==> src/hdl/periph_settings.svh <==
`ifndef PERIPH_SETTINGS_SVH
`define PERIPH_SETTINGS_SVH

// clocks per serial bit
`define CLKS_PER_BAUD 4

// servo frame length and startup high time, in clocks
`define PWM_PERIOD 1024
`define SERVO_DUTY 384

// startup LED levels
`define LED_LEVEL_R 16
`define LED_LEVEL_G 128
`define LED_LEVEL_B 200

`endif

==> src/hdl/periph_pkg.sv <==
package periph_pkg;

	// slaves that keep only a byte use the low bits of the word
	typedef logic [31:0] wb_word_t;
	typedef logic [3:0]  wb_addr_t;

	// LED intensity, ones per 256 clocks
	typedef logic [7:0]  pdm_level_t;

	localparam int PDM_CHANNELS = 3;

	// uart register map
	typedef enum wb_addr_t {
		UART_DATA   = 4'h0,
		UART_STATUS = 4'h1
	} uart_reg_e;

	// servo duty, high time in clocks
	localparam wb_addr_t PWM_DUTY_ADDR = 4'h0;

	// first LED level, the others follow at consecutive words
	localparam wb_addr_t PDM_LEVEL_BASE = 4'h0;

endpackage

==> src/hdl/wb_if.sv <==
interface wb_if;
	import periph_pkg::*;

	logic     cyc;
	logic     stb;
	logic     we;
	wb_addr_t adr;
	wb_word_t dat_m2s;
	wb_word_t dat_s2m;
	logic     stall;
	logic     ack;

	modport master (
		output cyc,
		output stb,
		output we,
		output adr,
		output dat_m2s,
		input  dat_s2m,
		input  stall,
		input  ack
	);

	modport slave (
		input  cyc,
		input  stb,
		input  we,
		input  adr,
		input  dat_m2s,
		output dat_s2m,
		output stall,
		output ack
	);

endinterface

==> src/hdl/wb_uart.sv <==
`include "periph_settings.svh"

module wb_uart (
	input  logic clock,
	input  logic rst_n_i,
	wb_if.slave  bus,
	output logic rx_ready_o,
	input  logic uart_rx_i,
	output logic uart_tx_o
);
	import periph_pkg::*;

	localparam int BAUD_W = $clog2(`CLKS_PER_BAUD + 1);
	localparam logic [BAUD_W-1:0] BAUD_LAST = BAUD_W'(`CLKS_PER_BAUD - 1);
	// first sample lands near the middle of the start bit
	localparam logic [BAUD_W-1:0] BAUD_HALF = BAUD_W'(`CLKS_PER_BAUD / 2 - 1);

	logic              accept;
	logic              wr_data;
	logic              rd_data;
	logic              tx_busy;
	logic [9:0]        tx_shift;
	logic [BAUD_W-1:0] tx_baud;
	logic [3:0]        tx_bit;
	logic              rx_meta;
	logic              rx_sync;
	logic              rx_busy;
	logic [BAUD_W-1:0] rx_baud;
	logic [3:0]        rx_bit;
	logic              rx_sample;
	logic              stop_ok;
	logic [7:0]        rx_shift;
	logic [7:0]        rx_hold;

	assign wr_data   = bus.we && bus.adr == UART_DATA;
	// a write waits until the previous frame has left
	assign bus.stall = wr_data && tx_busy;
	assign accept    = bus.cyc && bus.stb && !bus.stall;
	assign rd_data   = accept && !bus.we && bus.adr == UART_DATA;

	always_ff @(posedge clock or negedge rst_n_i) begin
		if (!rst_n_i) begin
			bus.ack <= 1'b0;
		end else begin
			bus.ack <= accept;
		end
	end

	always_ff @(posedge clock) begin
		if (accept && !bus.we) begin
			if (bus.adr == UART_DATA)
				bus.dat_s2m <= wb_word_t'(rx_hold);
			else if (bus.adr == UART_STATUS)
				bus.dat_s2m <= wb_word_t'({rx_ready_o, tx_busy});
			else
				bus.dat_s2m <= '0;
		end
	end

	// transmitter, shifts ones in behind the frame so the line idles high
	always_ff @(posedge clock or negedge rst_n_i) begin
		if (!rst_n_i) begin
			tx_busy  <= 1'b0;
			tx_shift <= '1;
			tx_baud  <= '0;
			tx_bit   <= '0;
		end else if (accept && wr_data) begin
			tx_busy  <= 1'b1;
			tx_shift <= {1'b1, bus.dat_m2s[7:0], 1'b0};
			tx_baud  <= '0;
			tx_bit   <= '0;
		end else if (tx_busy) begin
			if (tx_baud == BAUD_LAST) begin
				tx_baud  <= '0;
				tx_shift <= {1'b1, tx_shift[9:1]};
				if (tx_bit == 4'd9)
					tx_busy <= 1'b0;
				else
					tx_bit <= tx_bit + 4'd1;
			end else begin
				tx_baud <= tx_baud + BAUD_W'(1);
			end
		end
	end

	assign uart_tx_o = tx_shift[0];

	always_ff @(posedge clock or negedge rst_n_i) begin
		if (!rst_n_i) begin
			rx_meta <= 1'b1;
			rx_sync <= 1'b1;
		end else begin
			rx_meta <= uart_rx_i;
			rx_sync <= rx_meta;
		end
	end

	// bit 0 is the start bit, 1 to 8 data, 9 the stop bit
	assign rx_sample = rx_busy && rx_baud == '0;
	assign stop_ok   = rx_sample && rx_bit == 4'd9 && rx_sync;

	always_ff @(posedge clock or negedge rst_n_i) begin
		if (!rst_n_i) begin
			rx_busy    <= 1'b0;
			rx_baud    <= '0;
			rx_bit     <= '0;
			rx_ready_o <= 1'b0;
		end else begin
			if (!rx_busy) begin
				if (!rx_sync) begin
					rx_busy <= 1'b1;
					rx_baud <= BAUD_HALF;
					rx_bit  <= '0;
				end
			end else if (rx_baud != '0) begin
				rx_baud <= rx_baud - BAUD_W'(1);
			end else begin
				rx_baud <= BAUD_LAST;
				rx_bit  <= rx_bit + 4'd1;
				// glitch on the start bit, back to hunting
				if (rx_bit == 4'd0 && rx_sync)
					rx_busy <= 1'b0;
				else if (rx_bit == 4'd9)
					rx_busy <= 1'b0;
			end
			// a fresh byte wins over a read in the same cycle
			if (stop_ok)
				rx_ready_o <= 1'b1;
			else if (rd_data)
				rx_ready_o <= 1'b0;
		end
	end

	always_ff @(posedge clock) begin
		if (rx_sample && rx_bit >= 4'd1 && rx_bit <= 4'd8)
			rx_shift <= {rx_sync, rx_shift[7:1]};
		if (stop_ok)
			rx_hold <= rx_shift;
	end

endmodule

==> src/hdl/wb_pwm.sv <==
`include "periph_settings.svh"

module wb_pwm (
	input  logic clock,
	input  logic rst_n_i,
	wb_if.slave  bus,
	output logic pwm_o
);
	import periph_pkg::*;

	localparam int CNT_W = $clog2(`PWM_PERIOD);
	localparam logic [CNT_W-1:0] CNT_LAST = CNT_W'(`PWM_PERIOD - 1);

	logic [CNT_W-1:0] cnt;
	wb_word_t         duty_reg;
	wb_word_t         duty_active;
	logic             accept;

	assign bus.stall = 1'b0;
	assign accept    = bus.cyc && bus.stb && !bus.stall;

	always_ff @(posedge clock or negedge rst_n_i) begin
		if (!rst_n_i) begin
			bus.ack     <= 1'b0;
			duty_reg    <= '0;
			duty_active <= '0;
			cnt         <= '0;
		end else begin
			bus.ack <= accept;
			if (accept && bus.we && bus.adr == PWM_DUTY_ADDR)
				duty_reg <= bus.dat_m2s;
			// new duty only at the frame boundary
			if (cnt == CNT_LAST) begin
				cnt         <= '0;
				duty_active <= duty_reg;
			end else begin
				cnt <= cnt + CNT_W'(1);
			end
		end
	end

	always_ff @(posedge clock) begin
		if (accept && !bus.we) begin
			if (bus.adr == PWM_DUTY_ADDR)
				bus.dat_s2m <= duty_reg;
			else
				bus.dat_s2m <= '0;
		end
	end

	assign pwm_o = wb_word_t'(cnt) < duty_active;

endmodule

==> src/hdl/wb_pdm.sv <==
module wb_pdm (
	input  logic clock,
	input  logic rst_n_i,
	wb_if.slave  bus,
	output logic [periph_pkg::PDM_CHANNELS-1:0] pdm_o
);
	import periph_pkg::*;

	pdm_level_t level [PDM_CHANNELS];
	pdm_level_t accum [PDM_CHANNELS];
	logic       accept;
	wb_word_t   rd_word;

	assign bus.stall = 1'b0;
	assign accept    = bus.cyc && bus.stb && !bus.stall;

	// unmapped addresses read as zero
	always_comb begin
		rd_word = '0;
		for (int i = 0; i < PDM_CHANNELS; i++) begin
			if (bus.adr == PDM_LEVEL_BASE + wb_addr_t'(i))
				rd_word = wb_word_t'(level[i]);
		end
	end

	always_ff @(posedge clock or negedge rst_n_i) begin
		if (!rst_n_i) begin
			bus.ack <= 1'b0;
			for (int i = 0; i < PDM_CHANNELS; i++)
				level[i] <= '0;
		end else begin
			bus.ack <= accept;
			for (int i = 0; i < PDM_CHANNELS; i++) begin
				if (accept && bus.we && bus.adr == PDM_LEVEL_BASE + wb_addr_t'(i))
					level[i] <= bus.dat_m2s[7:0];
			end
		end
	end

	always_ff @(posedge clock) begin
		if (accept && !bus.we)
			bus.dat_s2m <= rd_word;
	end

	// first order sigma-delta, the carry is the output bit
	always_ff @(posedge clock or negedge rst_n_i) begin
		if (!rst_n_i) begin
			pdm_o <= '0;
			for (int i = 0; i < PDM_CHANNELS; i++)
				accum[i] <= '0;
		end else begin
			for (int i = 0; i < PDM_CHANNELS; i++)
				{pdm_o[i], accum[i]} <= {1'b0, accum[i]} + {1'b0, level[i]};
		end
	end

endmodule

==> src/hdl/uart_echo_ctrl.sv <==
module uart_echo_ctrl (
	input  logic clock,
	input  logic rst_n_i,
	wb_if.master bus,
	input  logic rx_ready_i
);
	import periph_pkg::*;

	typedef enum logic [2:0] {
		ST_IDLE,
		ST_RD_REQ,
		ST_RD_WAIT,
		ST_WR_REQ,
		ST_WR_WAIT
	} state_t;

	state_t     state;
	logic [7:0] echo_byte;

	assign bus.cyc     = state != ST_IDLE;
	assign bus.stb     = state == ST_RD_REQ || state == ST_WR_REQ;
	assign bus.we      = state == ST_WR_REQ || state == ST_WR_WAIT;
	assign bus.adr     = UART_DATA;
	assign bus.dat_m2s = wb_word_t'(echo_byte);

	always_ff @(posedge clock or negedge rst_n_i) begin
		if (!rst_n_i) begin
			state <= ST_IDLE;
		end else begin
			case (state)
				ST_IDLE: begin
					if (rx_ready_i)
						state <= ST_RD_REQ;
				end
				ST_RD_REQ: begin
					if (!bus.stall)
						state <= ST_RD_WAIT;
				end
				ST_RD_WAIT: begin
					if (bus.ack)
						state <= ST_WR_REQ;
				end
				// held here while the transmitter is still sending
				ST_WR_REQ: begin
					if (!bus.stall)
						state <= ST_WR_WAIT;
				end
				ST_WR_WAIT: begin
					if (bus.ack)
						state <= ST_IDLE;
				end
				default: state <= ST_IDLE;
			endcase
		end
	end

	always_ff @(posedge clock) begin
		if (state == ST_RD_WAIT && bus.ack)
			echo_byte <= bus.dat_s2m[7:0];
	end

endmodule

==> src/hdl/startup_writer.sv <==
`include "periph_settings.svh"

module startup_writer (
	input  logic clock,
	input  logic rst_n_i,
	wb_if.master pwm_bus,
	wb_if.master pdm_bus,
	output logic done_o
);
	import periph_pkg::*;

	localparam int IDX_W = $clog2(PDM_CHANNELS);

	typedef enum logic [2:0] {
		ST_START,
		ST_PWM_REQ,
		ST_PWM_WAIT,
		ST_PDM_REQ,
		ST_PDM_WAIT,
		ST_DONE
	} state_t;

	state_t           state;
	logic [IDX_W-1:0] idx;
	pdm_level_t       level;

	// red, green, blue in address order
	always_comb begin
		case (idx)
			IDX_W'(0): level = pdm_level_t'(`LED_LEVEL_R);
			IDX_W'(1): level = pdm_level_t'(`LED_LEVEL_G);
			default:   level = pdm_level_t'(`LED_LEVEL_B);
		endcase
	end

	assign pwm_bus.cyc     = state == ST_PWM_REQ || state == ST_PWM_WAIT;
	assign pwm_bus.stb     = state == ST_PWM_REQ;
	assign pwm_bus.we      = 1'b1;
	assign pwm_bus.adr     = PWM_DUTY_ADDR;
	assign pwm_bus.dat_m2s = wb_word_t'(`SERVO_DUTY);

	assign pdm_bus.cyc     = state == ST_PDM_REQ || state == ST_PDM_WAIT;
	assign pdm_bus.stb     = state == ST_PDM_REQ;
	assign pdm_bus.we      = 1'b1;
	assign pdm_bus.adr     = PDM_LEVEL_BASE + wb_addr_t'(idx);
	assign pdm_bus.dat_m2s = wb_word_t'(level);

	assign done_o = state == ST_DONE;

	always_ff @(posedge clock or negedge rst_n_i) begin
		if (!rst_n_i) begin
			state <= ST_START;
			idx   <= '0;
		end else begin
			case (state)
				ST_START:    state <= ST_PWM_REQ;
				ST_PWM_REQ:  if (!pwm_bus.stall) state <= ST_PWM_WAIT;
				ST_PWM_WAIT: if (pwm_bus.ack) state <= ST_PDM_REQ;
				ST_PDM_REQ:  if (!pdm_bus.stall) state <= ST_PDM_WAIT;
				ST_PDM_WAIT: begin
					if (pdm_bus.ack) begin
						if (idx == IDX_W'(PDM_CHANNELS - 1)) begin
							state <= ST_DONE;
						end else begin
							idx   <= idx + IDX_W'(1);
							state <= ST_PDM_REQ;
						end
					end
				end
				// parked for good
				default:     state <= ST_DONE;
			endcase
		end
	end

endmodule

==> src/hdl/periph_top.sv <==
module periph_top (
	input  logic clock,
	input  logic rst_n_i,
	input  logic uart_rx_i,
	output logic uart_tx_o,
	output logic pwm_servo_o,
	output logic led_r_o,
	output logic led_g_o,
	output logic led_b_o,
	output logic init_done_o
);
	import periph_pkg::*;

	logic                    rx_ready;
	logic [PDM_CHANNELS-1:0] pdm;

	wb_if uart_bus ();
	wb_if pwm_bus ();
	wb_if pdm_bus ();

	// serial echo path
	uart_echo_ctrl u_echo (
		.clock      (clock),
		.rst_n_i    (rst_n_i),
		.bus        (uart_bus.master),
		.rx_ready_i (rx_ready)
	);

	wb_uart u_uart (
		.clock      (clock),
		.rst_n_i    (rst_n_i),
		.bus        (uart_bus.slave),
		.rx_ready_o (rx_ready),
		.uart_rx_i  (uart_rx_i),
		.uart_tx_o  (uart_tx_o)
	);

	// one-shot configuration of servo and LEDs
	startup_writer u_startup (
		.clock   (clock),
		.rst_n_i (rst_n_i),
		.pwm_bus (pwm_bus.master),
		.pdm_bus (pdm_bus.master),
		.done_o  (init_done_o)
	);

	wb_pwm u_pwm (
		.clock   (clock),
		.rst_n_i (rst_n_i),
		.bus     (pwm_bus.slave),
		.pwm_o   (pwm_servo_o)
	);

	wb_pdm u_pdm (
		.clock   (clock),
		.rst_n_i (rst_n_i),
		.bus     (pdm_bus.slave),
		.pdm_o   (pdm)
	);

	assign led_r_o = pdm[0];
	assign led_g_o = pdm[1];
	assign led_b_o = pdm[2];

endmodule

==> config.mk <==
export PLATFORM = sky130hd
export DESIGN_NAME = periph_top
export DESIGN_NICKNAME = d
export VERILOG_FILES = /design/src/hdl/periph_pkg.sv /design/src/hdl/wb_if.sv /design/src/hdl/wb_uart.sv /design/src/hdl/wb_pwm.sv /design/src/hdl/wb_pdm.sv /design/src/hdl/uart_echo_ctrl.sv /design/src/hdl/startup_writer.sv /design/src/hdl/periph_top.sv
export VERILOG_INCLUDE_DIRS = /design/src /design/src/hdl
export SDC_FILE = /design/constraint.sdc
export NUM_CORES = 1
export LEC_CHECK = 0
export ABC_AREA = 1
export ABC_CLOCK_PERIOD_IN_PS = 4400
export BUFFER_PORTS_ARGS = -buffer_cell sky130_fd_sc_hd__buf_2
export CORE_MARGIN = 3
export CORE_UTILIZATION = 45
export DETAILED_ROUTE_END_ITERATION = 7
export HOLD_SLACK_MARGIN = 0.03
export SYNTH_ARGS = -nofsm -noshare
export SYNTH_HDL_FRONTEND = slang
export SYNTH_HIERARCHICAL = 1
export SYNTH_SLANG_ARGS = --single-unit
==> constraint.sdc <==
create_clock -name clock -period 4.4 [get_ports clock]
set_clock_uncertainty 0.2 [all_clocks]
set_input_delay 0.88 -clock clock [delete_from_list [all_inputs] [get_ports clock]]
set_output_delay 0.88 -clock clock [all_outputs]
set_load 0.01 [all_outputs]
==> summary.txt, run 1 <==
Clock power frac = 39.9%
cts bufs inserted = 17
Sequential Power Share = 50.2%
first-pass GRT wire length = 27200 µm
CP endpoint kind = output port
vias in the first global route = 5998
worst endpoint required time = 3320 ps
pwr dens = 396 nW/µm²
layout cell share with drive strength beyond 1 = 9.84%
most frequent CP cell = nand2_1
Comb power frac = 9.9%
layout net count = 1126
Max Slew Vio Count = 0
grt ovf = 0
Least-Margin Pin Slew = 1160 ps
R2R Path Start = u_startup/state[2]
cell count after synthesis = 1067
fin crit share = 66.4%
critical path's largest stage delay = 410 ps
RSZ-0062 raised after global routing = false
reg2reg end = u_pwm/duty_reg[13]
minimum clock period = 2920 ps
Filler Cells Inserted = 2003
Die H = 153 µm
Peak Freq = 0.342 GHz
CTS Hold Buffers Added = 0
critical setup path kind = flop to output port
# DRC = 0
worst skew pair latency = 430 ps
worst hold-check path type = flop to flop
WHS Path Cells = 0
post-CTS sizing = 0
CTS tree = built
register area = 5080 µm²
Die W = 153 µm
wirelength, routed = 15400 µm
via count = 6181
largest net degree at the start of global routing = 77
H-Tree Depth = 4
synthesized area per cell = 9.15 µm²
P_sw = 0.00108 W
setup TNS = 0 ps
Max Root-Sink Buffers = 2
WL/cell = 11.3 µm
FF-to-FF setup slack = 1890 ps
die area = 23500 µm²
max-cap viol count = 0
P_int = 0.00307 W
I/O Buffers = 8
core area = 21200 µm²
leakage power = 5.53 nW
Ys Warns = 6
area grow syn2layout = 7.22%
Pre-antenna DRT Iters = 5
# rows = 53
endpoints failing setup = 0
worst path buffer plus inverter count = 1
beginning of the worst hold path = u_uart/rx_meta
mapped cell area = 9760 µm²
CP startpoint kind = flop
clock root buffer master = clkbuf_16
IR drop worst, VDD = 0.211 mV
critical path's top delay family = flip-flops
Placer Congestion = 0.769
Worst Hold End = u_uart/rx_sync
Initial Util = 46.1%
Sw Share = 26.0%
R2R depth = 8
status = completed
Critical Path Slowest Stage Cell = dfrtp_1
vias per inst = 4.54
GRT Total Usage = 13.8%
final hold vios = 0
CP cell instances = ha_1 > a21oi_1 > nor2_1 > nor3_1 > nand2_1 > nand2_1 > nand2_1 > nand2_1 > buf_2
antenna violation net count after detailed routing = 0
initial antenna violation count = 0
Worst Path Arrival = 1840 ps
worst-path fanout max = 4
initial detailed-routing violation count = 317
final core utilization = 49.5%
clock slew at reported path FFs = 70 ps
Max-slew headroom = 22.7%
DP HPWL = 10200 µm
multi-input logic area = 3740 µm²
Sinks on Clock Net = 196
Critical path origin = u_pwm/cnt[5]
post-CTS setup buffer count = 0
Diodes inserted = 0
# IOs = 9
## worst max path at each step
stage               depth (start not counted)                  to  slack [ps]
floorplan                                   8         pwm_servo_o        2100
CTS                                         9         pwm_servo_o        1440
global placement                            9         pwm_servo_o        1940
detailed placement                          8  u_pwm/duty_reg[19]        1900
finish                                      9         pwm_servo_o        1480
global route                                9         pwm_servo_o        1320
## placed cells by master (no fill, tap or decap), types with 7 or more instances in the layout
cell type  count
xor2_1        12
o21ai_0       66
nand2_2        7
nand3_1       36
dfrtp_1      153
o21ai_1       39
inv_2         10
nand2_1      292
o211ai_1       8
dfstp_2       11
a21oi_1       16
clkbuf_16     17
edfxtp_1      32
inv_1        144
conb_1        50
nor2_1        50
buf_2          7
ha_1          46
## cell type report
cell class | count | area share, %
sequential | 196 | 48.5
multi-input combinational | 691 | 35.8
inverter | 154 | 5.52
clock buffer | 18 | 4.20
tap | 275 | 3.29
clock inverter | 14 | 1.81
timing repair buffer | 14 | 0.873
## power by group through the flow
stage                     Clock (W)  Sequential (W)  Combinational [W]
after global routing        0.00178         0.00209           0.000478
after floorplan                   0         0.00210           0.000350
final                       0.00166         0.00208           0.000410
after detailed placement          0         0.00212           0.000418
after CTS                   0.00172         0.00208           0.000417
after global placement            0         0.00211           0.000404
## per-layer routing
layer	vias up	wire length (µm)	track usage, %
met5	-	0	0
met4	0	129	4.07
met3	7	316	3.06
met2	39	7070	22.4
met1	2844	7850	18.7
li1	3291	-	-
## stage by stage
stage	total power (W)	hold slack [ps]	setup slack [ps]	std cells	cell area, µm²
global placement	0.00252	152	1940	1330	9840
global route	0.00435	165	1320	1362	10500
detailed placement	0.00253	153	1900	1330	9840
finish	0.00415	161	1480	1362	10500
floorplan	0.00245	145	2100	1112	9930
CTS	0.00422	165	1440	1362	10500
Note: power is estimated with default switching activity, not from simulation.
==> run 2: changes to the inputs <==
Settings changed: ABC_AREA 1 to 0, ABC_CLOCK_PERIOD_IN_PS 4400 to 2660.
Clock period 4.4 ns to 2.66 ns, I/O delays scaled along.
==> summary.txt, run 2 <==
status = completed
CP endpoint kind = output port
Diodes inserted = 0
Max Root-Sink Buffers = 2
Placer Congestion = 0.782
synthesized area per cell = 13.0 µm²
M1 GR Usage = 17.9%
# IOs = 9
Critical Path Slowest Stage Cell = dfrtp_1
worst hold-check path type = flop to flop
grt ovf = 0
Ys Warns = 6
P_sw = 0.00191 W
Pre-antenna DRT Iters = 4
worst endpoint required time = 1930 ps
commonest non-fill, non-tap cell in the layout = dfrtp_1
layout cell share with drive strength beyond 1 = 21.7%
Clock power frac = 33.7%
Sinks on Clock Net = 196
critical setup path kind = flop to output port
Die H = 150 µm
leading cell types in the layout, fill and taps excluded = dfrtp_1, mux2_2, conb_1
GR peak layer = met2
P_int = 0.00512 W
initial antenna violation count = 0
Max-slew headroom = 66.1%
wirelength, routed = 13400 µm
CP cell instances = inv_2 > ha_4 > a211o_1 > a31oi_1 > nor3_1 > o21ai_1 > buf_2
CTS tree = built
met2 Usage GRT = 21.1%
DP HPWL = 9300 µm
clock root buffer master = clkbuf_16
Least-Margin Pin Slew = 508 ps
first-pass GRT wire length = 24000 µm
max-cap viol count = 0
initial detailed-routing violation count = 237
cts bufs inserted = 17
# DRC = 0
area grow syn2layout = 7.53%
Die W = 150 µm
antenna violation net count after detailed routing = 0
via count = 4902
final hold vios = 0
final core utilization = 50.2%
largest net degree at the start of global routing = 57
worst path buffer plus inverter count = 2
cell count after synthesis = 718
fin crit share = 97.9%
Initial Util = 46.7%
cell area after layout = 10000 µm²
mapped cell area = 9300 µm²
Peak Freq = 0.384 GHz
Sequential Power Share = 52.0%
leakage power = 4.78 nW
vias in the first global route = 5054
worst-path fanout max = 2
DP Worst Slack = 332 ps
Comb power frac = 14.3%
I/O Buffers = 8
CP startpoint kind = flop
total power draw = 0.00702 W
Worst Path Arrival = 1870 ps
critical path's top delay family = compound AO/OA/AOI/OAI gates
minimum clock period = 2600 ps
met3 GRT Util = 3.24%
WL/cell = 13.2 µm
RSZ-0062 raised after global routing = true
die area = 22400 µm²
clock slew at reported path FFs = 70 ps
pwr dens = 702 nW/µm²
Sw Share = 27.1%
# rows = 51
core area = 19900 µm²
DP Area = 9380 µm²
GRT Total Usage = 13.2%
critical path's largest stage delay = 400 ps
IR drop worst, VDD = 0.455 mV
vias per inst = 4.84
worst setup margin = 55.3 ps
Max Slew Vio Count = 0
worst skew pair latency = 420 ps
endpoints failing setup = 0
H-Tree Depth = 4
layout net count = 786
-- run 2: path summary, 6_finish.rpt --
kind                                      startpoint  depth (start not counted)  slack, ps                    end
worst max-delay path            u_pwm/duty_active[2]                          7         60            pwm_servo_o
worst min-delay path                  u_uart/rx_meta                          0        160         u_uart/rx_sync
worst max register to register          u_pwm/cnt[0]                          6        370  u_pwm/duty_active[31]
worst min register to register        u_uart/rx_meta                          0        160         u_uart/rx_sync
max in group asynchronous                    rst_n_i                          3       1130     u_uart/tx_shift[8]
min in group asynchronous                    rst_n_i                          2        440           u_pwm/cnt[3]
-- run 2: layout make-up --
class	count	area (µm²)
fill	1770	9910
timing repair buffer	24	221
clock buffer	20	447
clock inverter	12	97.6
tap	265	332
multi-input combinational	467	3720
inverter	28	105
sequential	196	5080
-- run 2: per-stage QoR --
stage               setup TNS [ps]  hold slack, ps  std cells
floorplan                        0            36.4        763
global route                 -13.1             156       1012
global placement                 0             148        974
finish                           0             157       1012
detailed placement               0             149        974
CTS                              0             158       1009
-- run 2: routing by layer --
metal  vias to the layer above  part of all wire (%)
li1                       2436                     -
met1                      2433                    48
met2                        23                    48
met3                        10                   2.1
met4                         0                   1.2
met5                         -                     0
-- run 2: power groups by stage --
stage,combinational (W),sequential [W],clock [W]
detailed placement,0.00101,0.00371,0
global route,0.00116,0.00370,0.00259
global placement,0.000953,0.00369,0
finish,0.00100,0.00365,0.00237
floorplan,0.000906,0.00360,0
CTS,0.00102,0.00365,0.00246
-- run 2: timing repair --
action                                  4_1_cts  5_1_grt
resized for setup                             3        4
hold buffers                                  2        0
endpoints found under the setup margin        1        1
pin swaps                                     0        3
setup buffers                                 1        3
endpoints found under the hold margin        49        0
